## src/source/execCore_consts.svh

```systemverilog
`ifndef EXEC_CORE_CONSTS_SVH
`define EXEC_CORE_CONSTS_SVH

// data and pc width
`define XLEN 32

// register index width
`define REG_ADDR_W 5

`define NUM_REGS 32

`endif

```

## src/source/execCorePkg.sv

```systemverilog
`default_nettype none

`include "execCore_consts.svh"

package execCorePkg;

    typedef enum logic [3:0] {
        ALU_ADD,
        ALU_SUB,
        ALU_AND,
        ALU_OR,
        ALU_XOR,
        ALU_SLT,
        ALU_SLTU,
        ALU_SLL,
        ALU_SRL,
        ALU_SRA,
        ALU_PASSB
    } aluOpT;

    typedef enum logic [1:0] {
        SRCA_RS1,
        SRCA_PC,
        SRCA_ZERO
    } srcASelT;

    // link result is pc+4
    typedef enum logic {
        RES_ALU,
        RES_LINK
    } resultSelT;

    typedef enum logic [2:0] {
        BR_NONE,
        BR_EQ,
        BR_NE,
        BR_LT,
        BR_GE,
        BR_JAL,
        BR_JALR
    } brCondT;

    // decode to execute
    typedef struct packed {
        logic                   valid;
        logic                   regWrite;
        aluOpT                  aluOp;
        srcASelT                srcASel;
        logic                   useImm;
        resultSelT              resultSel;
        brCondT                 brCond;
        logic [`XLEN-1:0]       rs1Val;
        logic [`XLEN-1:0]       rs2Val;
        logic [`REG_ADDR_W-1:0] rs1;
        logic [`REG_ADDR_W-1:0] rs2;
        logic [`REG_ADDR_W-1:0] rd;
        logic [`XLEN-1:0]       imm;
        logic [`XLEN-1:0]       pc;
        logic [`XLEN-1:0]       pcPlus4;
    } idExT;

    // execute to writeback
    typedef struct packed {
        logic                   valid;
        logic                   regWrite;
        logic [`REG_ADDR_W-1:0] rd;
        logic [`XLEN-1:0]       result;
        logic [`XLEN-1:0]       pc;
    } exWbT;

endpackage

`default_nettype wire

```

## src/source/wbIf.sv

```systemverilog
`timescale 1ns/1ps
`default_nettype none

`include "execCore_consts.svh"

interface wbIf;

    logic                   wrEn;
    logic [`REG_ADDR_W-1:0] rd;
    logic [`XLEN-1:0]       data;
    logic [`XLEN-1:0]       pc;

    // writeback stage owns the bus
    modport src (
        output wrEn, rd, data, pc
    );

    modport rf (
        input wrEn, rd, data
    );

    // forwarding into execute
    modport fwd (
        input wrEn, rd, data
    );

endinterface

`default_nettype wire

```

## src/source/execCore.sv

```systemverilog
`timescale 1ns/1ps
`default_nettype none

`include "execCore_consts.svh"

module execCore (
    input  logic                   clk,
    input  logic                   arstN,
    input  logic                   instrValid,
    input  logic [`XLEN-1:0]       instr,
    input  logic [`XLEN-1:0]       pc,
    input  logic                   stall,
    output logic                   redirect,
    output logic [`XLEN-1:0]       redirectPc,
    output logic                   retireValid,
    output logic                   retireWe,
    output logic [`REG_ADDR_W-1:0] retireRd,
    output logic [`XLEN-1:0]       retireData,
    output logic [`XLEN-1:0]       retirePc
);

    logic [`REG_ADDR_W-1:0] rs1;
    logic [`REG_ADDR_W-1:0] rs2;
    logic [`XLEN-1:0]       rs1Val;
    logic [`XLEN-1:0]       rs2Val;
    execCorePkg::idExT      decPayload;
    execCorePkg::idExT      exPayload;
    execCorePkg::exWbT      exResult;

    wbIf wbBus ();

    // a stalled or redirected decode slot becomes a bubble
    instrDecoder decoder (
        .instr      (instr),
        .pc         (pc),
        .rs1Val     (rs1Val),
        .rs2Val     (rs2Val),
        .instrValid (instrValid),
        .kill       (redirect || stall),
        .rs1        (rs1),
        .rs2        (rs2),
        .payload    (decPayload)
    );

    regFile regs (
        .clk    (clk),
        .arstN  (arstN),
        .rs1    (rs1),
        .rs2    (rs2),
        .rs1Val (rs1Val),
        .rs2Val (rs2Val),
        .wb     (wbBus.rf)
    );

    // the bubble keeps execute moving, so idEx never holds
    pipeReg #(
        .payloadT (execCorePkg::idExT)
    ) idEx (
        .clk   (clk),
        .arstN (arstN),
        .hold  (1'b0),
        .flush (redirect),
        .d     (decPayload),
        .q     (exPayload)
    );

    executeUnit execute (
        .ex         (exPayload),
        .wb         (wbBus.fwd),
        .result     (exResult),
        .redirect   (redirect),
        .redirectPc (redirectPc)
    );

    writebackStage writeback (
        .clk         (clk),
        .arstN       (arstN),
        .result      (exResult),
        .wb          (wbBus.src),
        .retireValid (retireValid),
        .retireWe    (retireWe),
        .retireRd    (retireRd),
        .retireData  (retireData),
        .retirePc    (retirePc)
    );

endmodule

`default_nettype wire

```

## src/source/executeUnit.sv

```systemverilog
`timescale 1ns/1ps
`default_nettype none

`include "execCore_consts.svh"

module executeUnit (
    input  execCorePkg::idExT  ex,
    wbIf.fwd                   wb,
    output execCorePkg::exWbT  result,
    output logic               redirect,
    output logic [`XLEN-1:0]   redirectPc
);

    logic [`XLEN-1:0] fwdA;
    logic [`XLEN-1:0] fwdB;
    logic [`XLEN-1:0] opA;
    logic [`XLEN-1:0] opB;
    logic [`XLEN-1:0] aluOut;
    logic [`XLEN-1:0] jalrSum;
    logic             taken;

    // bypass from the instruction now in writeback
    assign fwdA = (wb.wrEn && wb.rd != '0 && wb.rd == ex.rs1) ? wb.data : ex.rs1Val;
    assign fwdB = (wb.wrEn && wb.rd != '0 && wb.rd == ex.rs2) ? wb.data : ex.rs2Val;

    always_comb begin
        case (ex.srcASel)
            execCorePkg::SRCA_PC:   opA = ex.pc;
            execCorePkg::SRCA_ZERO: opA = '0;
            default:                opA = fwdA;
        endcase
    end

    assign opB = ex.useImm ? ex.imm : fwdB;

    always_comb begin
        case (ex.aluOp)
            execCorePkg::ALU_ADD:   aluOut = opA + opB;
            execCorePkg::ALU_SUB:   aluOut = opA - opB;
            execCorePkg::ALU_AND:   aluOut = opA & opB;
            execCorePkg::ALU_OR:    aluOut = opA | opB;
            execCorePkg::ALU_XOR:   aluOut = opA ^ opB;
            execCorePkg::ALU_SLT:   aluOut = {{(`XLEN-1){1'b0}}, $signed(opA) < $signed(opB)};
            execCorePkg::ALU_SLTU:  aluOut = {{(`XLEN-1){1'b0}}, opA < opB};
            execCorePkg::ALU_SLL:   aluOut = opA << opB[4:0];
            execCorePkg::ALU_SRL:   aluOut = opA >> opB[4:0];
            execCorePkg::ALU_SRA:   aluOut = $signed(opA) >>> opB[4:0];
            execCorePkg::ALU_PASSB: aluOut = opB;
            default:                aluOut = '0;
        endcase
    end

    always_comb begin
        case (ex.brCond)
            execCorePkg::BR_EQ:   taken = (fwdA == fwdB);
            execCorePkg::BR_NE:   taken = (fwdA != fwdB);
            execCorePkg::BR_LT:   taken = ($signed(fwdA) < $signed(fwdB));
            execCorePkg::BR_GE:   taken = ($signed(fwdA) >= $signed(fwdB));
            execCorePkg::BR_JAL,
            execCorePkg::BR_JALR: taken = 1'b1;
            default:              taken = 1'b0;
        endcase
    end

    // jalr drops bit 0 of the sum
    assign jalrSum = fwdA + ex.imm;
    assign redirectPc = (ex.brCond == execCorePkg::BR_JALR) ? {jalrSum[`XLEN-1:1], 1'b0}
                                                          : ex.pc + ex.imm;
    assign redirect = ex.valid && taken;

    always_comb begin
        result = '0;
        result.valid = ex.valid;
        result.regWrite = ex.regWrite;
        result.rd = ex.rd;
        result.pc = ex.pc;
        if (ex.resultSel == execCorePkg::RES_LINK) begin
            result.result = ex.pcPlus4;
        end else begin
            result.result = aluOut;
        end
    end

    // a jump that writes rd writes the link value
    always_comb begin
        if (ex.valid && ex.regWrite && ex.brCond != execCorePkg::BR_NONE) begin
            assert (ex.resultSel == execCorePkg::RES_LINK)
                else $error("jump writes rd without the link value");
        end
    end

endmodule

`default_nettype wire

```

## src/source/instrDecoder.sv

```systemverilog
`timescale 1ns/1ps
`default_nettype none

`include "execCore_consts.svh"

module instrDecoder (
    input  logic [`XLEN-1:0]       instr,
    input  logic [`XLEN-1:0]       pc,
    input  logic [`XLEN-1:0]       rs1Val,
    input  logic [`XLEN-1:0]       rs2Val,
    input  logic                   instrValid,
    input  logic                   kill,
    output logic [`REG_ADDR_W-1:0] rs1,
    output logic [`REG_ADDR_W-1:0] rs2,
    output execCorePkg::idExT      payload
);

    localparam logic [6:0] OPC_OP     = 7'b0110011;
    localparam logic [6:0] OPC_OPIMM  = 7'b0010011;
    localparam logic [6:0] OPC_LUI    = 7'b0110111;
    localparam logic [6:0] OPC_AUIPC  = 7'b0010111;
    localparam logic [6:0] OPC_JAL    = 7'b1101111;
    localparam logic [6:0] OPC_JALR   = 7'b1100111;
    localparam logic [6:0] OPC_BRANCH = 7'b1100011;

    logic [6:0]             opcode;
    logic [2:0]             funct3;
    logic [6:0]             funct7;
    logic [`REG_ADDR_W-1:0] rd;
    logic [`XLEN-1:0]       immI;
    logic [`XLEN-1:0]       immB;
    logic [`XLEN-1:0]       immU;
    logic [`XLEN-1:0]       immJ;
    logic                   legal;
    logic                   checkFunct7;

    assign opcode = instr[6:0];
    assign rd     = instr[11:7];
    assign funct3 = instr[14:12];
    assign rs1    = instr[19:15];
    assign rs2    = instr[24:20];
    assign funct7 = instr[31:25];

    assign immI = {{20{instr[31]}}, instr[31:20]};
    assign immB = {{19{instr[31]}}, instr[31], instr[7], instr[30:25], instr[11:8], 1'b0};
    assign immU = {instr[31:12], 12'b0};
    assign immJ = {{11{instr[31]}}, instr[31], instr[19:12], instr[20], instr[30:21], 1'b0};

    always_comb begin
        legal = 1'b1;
        checkFunct7 = 1'b0;
        payload = '0;
        payload.aluOp = execCorePkg::ALU_ADD;
        payload.srcASel = execCorePkg::SRCA_RS1;
        payload.resultSel = execCorePkg::RES_ALU;
        payload.brCond = execCorePkg::BR_NONE;
        payload.rs1Val = rs1Val;
        payload.rs2Val = rs2Val;
        payload.rs1 = rs1;
        payload.rs2 = rs2;
        payload.rd = rd;
        payload.pc = pc;
        payload.pcPlus4 = pc + 4;

        case (opcode)
            OPC_OP, OPC_OPIMM: begin
                payload.regWrite = 1'b1;
                payload.useImm = (opcode == OPC_OPIMM);
                payload.imm = immI;
                // funct7 is immediate bits for non-shift op-imm
                checkFunct7 = (opcode == OPC_OP) || (funct3 == 3'b001) || (funct3 == 3'b101);
                case (funct3)
                    3'b000: begin
                        if (opcode == OPC_OP && funct7[5]) begin
                            payload.aluOp = execCorePkg::ALU_SUB;
                        end else begin
                            payload.aluOp = execCorePkg::ALU_ADD;
                        end
                    end
                    3'b001: payload.aluOp = execCorePkg::ALU_SLL;
                    3'b010: payload.aluOp = execCorePkg::ALU_SLT;
                    3'b011: payload.aluOp = execCorePkg::ALU_SLTU;
                    3'b100: payload.aluOp = execCorePkg::ALU_XOR;
                    3'b101: begin
                        if (funct7[5]) begin
                            payload.aluOp = execCorePkg::ALU_SRA;
                        end else begin
                            payload.aluOp = execCorePkg::ALU_SRL;
                        end
                    end
                    3'b110: payload.aluOp = execCorePkg::ALU_OR;
                    default: payload.aluOp = execCorePkg::ALU_AND;
                endcase
                if (checkFunct7) begin
                    legal = (funct7 == 7'h00) ||
                            (funct7 == 7'h20 &&
                             (funct3 == 3'b101 || (opcode == OPC_OP && funct3 == 3'b000)));
                end
            end
            OPC_LUI: begin
                payload.regWrite = 1'b1;
                payload.srcASel = execCorePkg::SRCA_ZERO;
                payload.useImm = 1'b1;
                payload.imm = immU;
            end
            OPC_AUIPC: begin
                payload.regWrite = 1'b1;
                payload.srcASel = execCorePkg::SRCA_PC;
                payload.useImm = 1'b1;
                payload.imm = immU;
            end
            OPC_JAL: begin
                payload.regWrite = 1'b1;
                payload.resultSel = execCorePkg::RES_LINK;
                payload.brCond = execCorePkg::BR_JAL;
                payload.imm = immJ;
            end
            OPC_JALR: begin
                payload.regWrite = 1'b1;
                payload.resultSel = execCorePkg::RES_LINK;
                payload.brCond = execCorePkg::BR_JALR;
                payload.imm = immI;
                legal = (funct3 == 3'b000);
            end
            OPC_BRANCH: begin
                payload.imm = immB;
                case (funct3)
                    3'b000: payload.brCond = execCorePkg::BR_EQ;
                    3'b001: payload.brCond = execCorePkg::BR_NE;
                    3'b100: payload.brCond = execCorePkg::BR_LT;
                    3'b101: payload.brCond = execCorePkg::BR_GE;
                    default: legal = 1'b0;
                endcase
            end
            default: legal = 1'b0;
        endcase

        // writes to x0 never reach writeback
        payload.regWrite = payload.regWrite && (rd != '0);
        payload.valid = instrValid && !kill && legal;
    end

    // no subtract-immediate in rv32i
    always_comb begin
        if (payload.valid && payload.useImm) begin
            assert (payload.aluOp != execCorePkg::ALU_SUB)
                else $error("valid payload carries a subtract with an immediate");
        end
    end

endmodule

`default_nettype wire

```

## src/source/pipeReg.sv

```systemverilog
`timescale 1ns/1ps
`default_nettype none

module pipeReg #(
    parameter type payloadT = logic
) (
    input  logic    clk,
    input  logic    arstN,
    input  logic    hold,
    input  logic    flush,
    input  payloadT d,
    output payloadT q
);

    // flush beats hold
    always_ff @(posedge clk or negedge arstN) begin
        if (!arstN) begin
            q <= '0;
        end else if (flush) begin
            q <= '0;
        end else if (!hold) begin
            q <= d;
        end
    end

endmodule

`default_nettype wire

```

## src/source/regFile.sv

```systemverilog
`timescale 1ns/1ps
`default_nettype none

`include "execCore_consts.svh"

module regFile (
    input  logic                   clk,
    input  logic                   arstN,
    input  logic [`REG_ADDR_W-1:0] rs1,
    input  logic [`REG_ADDR_W-1:0] rs2,
    output logic [`XLEN-1:0]       rs1Val,
    output logic [`XLEN-1:0]       rs2Val,
    wbIf.rf                        wb
);

    logic [`XLEN-1:0] regs [`NUM_REGS];
    logic             hit1;
    logic             hit2;

    always_ff @(posedge clk or negedge arstN) begin
        if (!arstN) begin
            for (int i = 0; i < `NUM_REGS; i++) begin
                regs[i] <= '0;
            end
        end else if (wb.wrEn) begin
            regs[wb.rd] <= wb.data;
        end
    end

    // same-cycle write passes straight through
    assign hit1 = wb.wrEn && (wb.rd == rs1);
    assign hit2 = wb.wrEn && (wb.rd == rs2);

    assign rs1Val = (rs1 == '0) ? '0 : (hit1 ? wb.data : regs[rs1]);
    assign rs2Val = (rs2 == '0) ? '0 : (hit2 ? wb.data : regs[rs2]);

    x0Stays0: assert property (@(posedge clk) disable iff (!arstN) regs[0] == '0)
        else $error("x0 holds a nonzero value");

endmodule

`default_nettype wire

```

## src/source/writebackStage.sv

```systemverilog
`timescale 1ns/1ps
`default_nettype none

`include "execCore_consts.svh"

module writebackStage (
    input  logic                   clk,
    input  logic                   arstN,
    input  execCorePkg::exWbT      result,
    wbIf.src                       wb,
    output logic                   retireValid,
    output logic                   retireWe,
    output logic [`REG_ADDR_W-1:0] retireRd,
    output logic [`XLEN-1:0]       retireData,
    output logic [`XLEN-1:0]       retirePc
);

    execCorePkg::exWbT wbQ;

    // never stalls, never flushed
    pipeReg #(
        .payloadT (execCorePkg::exWbT)
    ) exWb (
        .clk   (clk),
        .arstN (arstN),
        .hold  (1'b0),
        .flush (1'b0),
        .d     (result),
        .q     (wbQ)
    );

    assign wb.wrEn = wbQ.valid && wbQ.regWrite;
    assign wb.rd   = wbQ.rd;
    assign wb.data = wbQ.result;
    assign wb.pc   = wbQ.pc;

    // retire port mirrors the bus
    assign retireValid = wbQ.valid;
    assign retireWe    = wb.wrEn;
    assign retireRd    = wbQ.rd;
    assign retireData  = wbQ.result;
    assign retirePc    = wb.pc;

endmodule

`default_nettype wire
```

## config.mk

```make
export PLATFORM = sky130hd
export DESIGN_NAME = execCore
export DESIGN_NICKNAME = d
export VERILOG_FILES = /design/src/source/execCorePkg.sv /design/src/source/wbIf.sv /design/src/source/execCore.sv /design/src/source/executeUnit.sv /design/src/source/instrDecoder.sv /design/src/source/pipeReg.sv /design/src/source/regFile.sv /design/src/source/writebackStage.sv
export VERILOG_INCLUDE_DIRS = /design/src /design/src/source
export SDC_FILE = /design/constraint.sdc
export NUM_CORES = 2
export LEC_CHECK = 0
export ABC_AREA = 0
export BUFFER_PORTS_ARGS = -buffer_cell sky130_fd_sc_hd__buf_4
export CAP_MARGIN = 20
export CORE_MARGIN = 3
export CORE_UTILIZATION = 55
export DETAILED_ROUTE_END_ITERATION = 16
export PLACE_DENSITY_LB_ADDON = 0.12
export RECOVER_POWER = 100
export SYNTH_ARGS = -nofsm -noshare
export SYNTH_HDL_FRONTEND = slang
export SYNTH_SLANG_ARGS = --single-unit
export TNS_END_PERCENT = 30
```

## constraint.sdc

```tcl
create_clock -name clk -period 6.8 [get_ports clk]
set_input_delay 2.04 -clock clk [delete_from_list [all_inputs] [get_ports clk]]
set_output_delay 2.04 -clock clk [all_outputs]
set_load 0.01 [all_outputs]
```

==> metrics list <==
- FMAX: approximately 140 MHz
- Unique masters post-synth: between 90 and 100
- The later pin in the worst-skew pair is clocked with a latency of approximately 0.81 ns.
- Counting flops and latches in the post-synthesis netlist gives between 1000 and 1500.
* Number of detailed-route iterations in the first pass: 7
- Buffers inserted during clock tree synthesis total 143.
- Counting every net in the synthesized netlist gives approximately 6500.
- The HPWL after detailed placement is between 150000 and 200000 um.
- The worst pin sits at a relative slew slack of -184%.
- Required time reported for the critical path endpoint: between 4 and 5 ns
- Via count of the routed design: between 50000 and 60000
- After layout, the design draws a total of 16.8 mW.
* Sinks on the clock net: between 1000 and 1500
- Average wire per standard cell: 36.6 um
- GR Util All Layers: about two fifths
- Sequential area share after synthesis: 41.0%
- Setup repair after global routing could not meet its margin everywhere.
- The die is 383 um tall.
- Quantity of I/O buffers inserted on ports: roughly 170
* Core Region: 0.140 sq mm
* Buffer depth of the longest clock path: 3
- The final-report hold violation count is 0.
- Ys flop type: sky130_fd_sc_hd__dfrtp_1
- TritonCTS built the clock tree.
- Result of the run: complete, but fails checks
- Along the worst hold path, the cell count comes to 0.
- The checks that failed: max-capacitance violations, max-slew violations, negative setup slack.
- Number of placement rows: roughly 140
- After detailed placement, the total cell area comes to about 0.081 sq mm.
- Fin crit share: 102%
* GRT Residual Overflow: 0
- Share of final-layout standard cells stronger than drive strength 1: 40.3%
- Count of final max-slew check failures: 423
- Element type at the critical path end: output port
- List of most frequent post-synthesis cells: sky130_fd_sc_hd__dfrtp_1 (1281), sky130_fd_sc_hd__mux2_2 (1052), sky130_fd_sc_hd__mux4_2 (645)
- Post-Route Setup TNS: -0.491 ns
- The first global-routing pass estimated between 400000 and 500000 um of wire.
- Clock transition at the registers of the reported paths: approximately 0.06 ns
- Peak supply drop: around 210 uV
* Post-route core utilization: ~62%
- Setup ws final: -0.122 ns
- Number of synthesis warnings: 0
- Finished layout cell area: 0.0871 sq mm
* Antenna violations before repair: 22
- Number of nets with antenna violations after routing: 0
- Along the worst path, the maximum fanout reaches 7.
- GPL Wtd Cong: around 1.1
- Worst Reg2Reg Path Length in Cells: 23
- Io pins: approximately 170
* Static power due to leakage: slightly above 40 nW
- For this run, design rule violations remaining after detail routing come to 0.
- For this configuration, the core starts out at a cell density of between 50 and 60%.
- Library cell with the highest instance count after synthesis: sky130_fd_sc_hd__dfrtp_1
* Cell taking the most area after synthesis: sky130_fd_sc_hd__dfrtp_1
- Mapped Cells: about 6300
- STA puts the critical path data arrival time at 4.88 ns.
- Across the routed clock network, the largest skew measured is roughly 0.049 ns.
- Final-report setup violation count: 8
- Mean number of vias per cell: approximately 7
- Post-CTS Hold Fix Bufs: 0
- EDFF count, synth: 0
- The path class of the tightest hold or removal check is register to register.
* Max Cap Viol: 9
- Transition time at the pin with the least slew margin: 4.26 ns
* Yosys top cell area share: approximately two fifths
- CTS placed an instance of sky130_fd_sc_hd__clkbuf_16 at the clock tree root.
- By area the synthesized netlist is led by sky130_fd_sc_hd__dfrtp_1 (41%), sky130_fd_sc_hd__mux4_2 (19%), sky130_fd_sc_hd__mux2_2 (15%), sky130_fd_sc_hd__ha_1 (3.1%), sky130_fd_sc_hd__mux2i_1 (2.3%).
- The clock tree synthesis step divided the H-tree into 4 levels.
- In this run, placement finished with an instance count of 7888.
- Power density of the placed cells: ~190 mW/mm^2
- Maximum number of pins on one net before global-route repair: about 170
* Final worst path period need: ~7 ns
- The cell area that synthesis handed to floorplanning was a little under 0.08 sq mm.
- Number of global-route vias before repair: between 50000 and 60000
- Final Routed Wirelength: around 300000 um
- Mean post-synth cell area: between 10 and 15 sq um
- Excluding fillers, the count of instances in the completed layout stands at 8199.
- Die Wd: 383 um
* Number of nets in the layout: 6472
* Area added between synthesis and finish: 11.4%
* Number of DRC markers after the initial detailed-route iteration: ~7300
* Worst setup path class: register to output port
- In the synthesized netlist the async set-or-reset flop fraction comes to between 90% and 100%.
- Worst setup SP type: register
- The die covers between 0.1 and 0.15 sq mm.
## cells in the final DEF (no fill, tap or decap), drive strengths merged, types with 32 or more instances in the layout
cell type	count
a211oi	33
a21o	55
a21oi	266
a221oi	37
a22oi	47
a31oi	34
buf	431
clkbuf	207
clkinv	35
dfrtp	1281
ha	192
inv	137
mux2	1067
mux2i	179
mux4	645
nand2	361
nand2b	32
nand3	58
nor2	311
nor2b	64
nor3	108
o211ai	33
o21ai	235
xnor2	45
xor2	66
## metal layers
metal / track usage [%] / share of wire (%)
met1: 56.6 / 40
met2: 59.6 / 43
met4: 21.9 / 6.5
met3: 10.2 / 10
met5: 0 / 0.015
## cell families (layout without fill, tap and decap cells)
logic type | Yosys count | in the layout | share of synthesized area, %
DFF | 1281 | 1281 | 41.0
buffers and inverters | 776 | 825 | 4.16
other | 0 | 8 | 0
AOI/OAI and AO/OA | 968 | 968 | 8.14
adders and majority gates | 196 | 196 | 3.17
xor gates and xnor gates | 111 | 111 | 1.24
muxes | 1891 | 1891 | 36.3
and+or+nand+nor | 1043 | 1043 | 6.02
## repair_timing
action / CTS / global route
endpoints found under the setup margin: 22 / 21
gates cloned: 1 / 0
setup buffers: 38 / 10
gates resized for setup: 90 / 44
pin swaps: 48 / 24
## worst max-delay path, stage by stage (launching register included)
cell and delay (ns):
sky130_fd_sc_hd__dfrtp_1 0.41, sky130_fd_sc_hd__xor2_1 0.18, sky130_fd_sc_hd__nor4_2 0.25, sky130_fd_sc_hd__buf_4 0.18, sky130_fd_sc_hd__nand2_8 0.09, sky130_fd_sc_hd__buf_12 0.17
sky130_fd_sc_hd__mux2_4 0.33, sky130_fd_sc_hd__ha_4 0.22, sky130_fd_sc_hd__a21o_1 0.19, sky130_fd_sc_hd__nand2_1 0.08, sky130_fd_sc_hd__and3b_1 0.20, sky130_fd_sc_hd__nand2_2 0.08
sky130_fd_sc_hd__a211oi_4 0.25, sky130_fd_sc_hd__a31oi_2 0.16, sky130_fd_sc_hd__a31oi_2 0.24, sky130_fd_sc_hd__a41oi_2 0.13, sky130_fd_sc_hd__a31oi_1 0.25, sky130_fd_sc_hd__xnor2_1 0.15
sky130_fd_sc_hd__a21oi_1 0.11, sky130_fd_sc_hd__xnor2_1 0.23, sky130_fd_sc_hd__buf_4 0.16
## registers in the layout, indices dropped and copies added, names as in the netlist
register          flops
writeback.exWb.q     71
regs.regs          1024
idEx.q              186
## through the flow
step                      hold slack (ns)  setup WS, ns
after CTS                           0.336        -0.140
final                               0.345        -0.122
after floorplan                     0.331       0.00297
after detailed placement            0.336        0.0907
after global placement              0.348        -0.240
after global routing                0.361        -0.366
## area by class of cell
type                            instances  area [sq um]
Fill cell                           10900         53300
Timing Repair Buffer                  441          3710
Inverter                              132           495
Multi-Input combinational cell       4209         43700
Antenna cell                            8          20.0
Clock inverter                         54           689
Sequential cell                      1281         32100
Clock buffer                          198          4120
Tap cell                             1876          2350
## power breakdown
group	switching [mW]	internal, mW
combinational	0.751	0.379
clock	3.39	4.58
sequential	0.0649	7.67
## path summary, 6_finish.rpt
path	start	end	slack [ns]
setup / recovery	writeback.exWb.q[65]	redirectPc[31]	-0.12
hold / removal	idEx.q[100]	writeback.exWb.q[68]	0.34
setup reg to reg	writeback.exWb.q[65]	writeback.exWb.q[52]	0.77
hold reg to reg	idEx.q[100]	writeback.exWb.q[68]	0.34
max in group asynchronous	arstN	regs.regs[116]	0.40
min in group asynchronous	arstN	writeback.exWb.q[18]	2.46
Power figures use the tool's default switching activity.
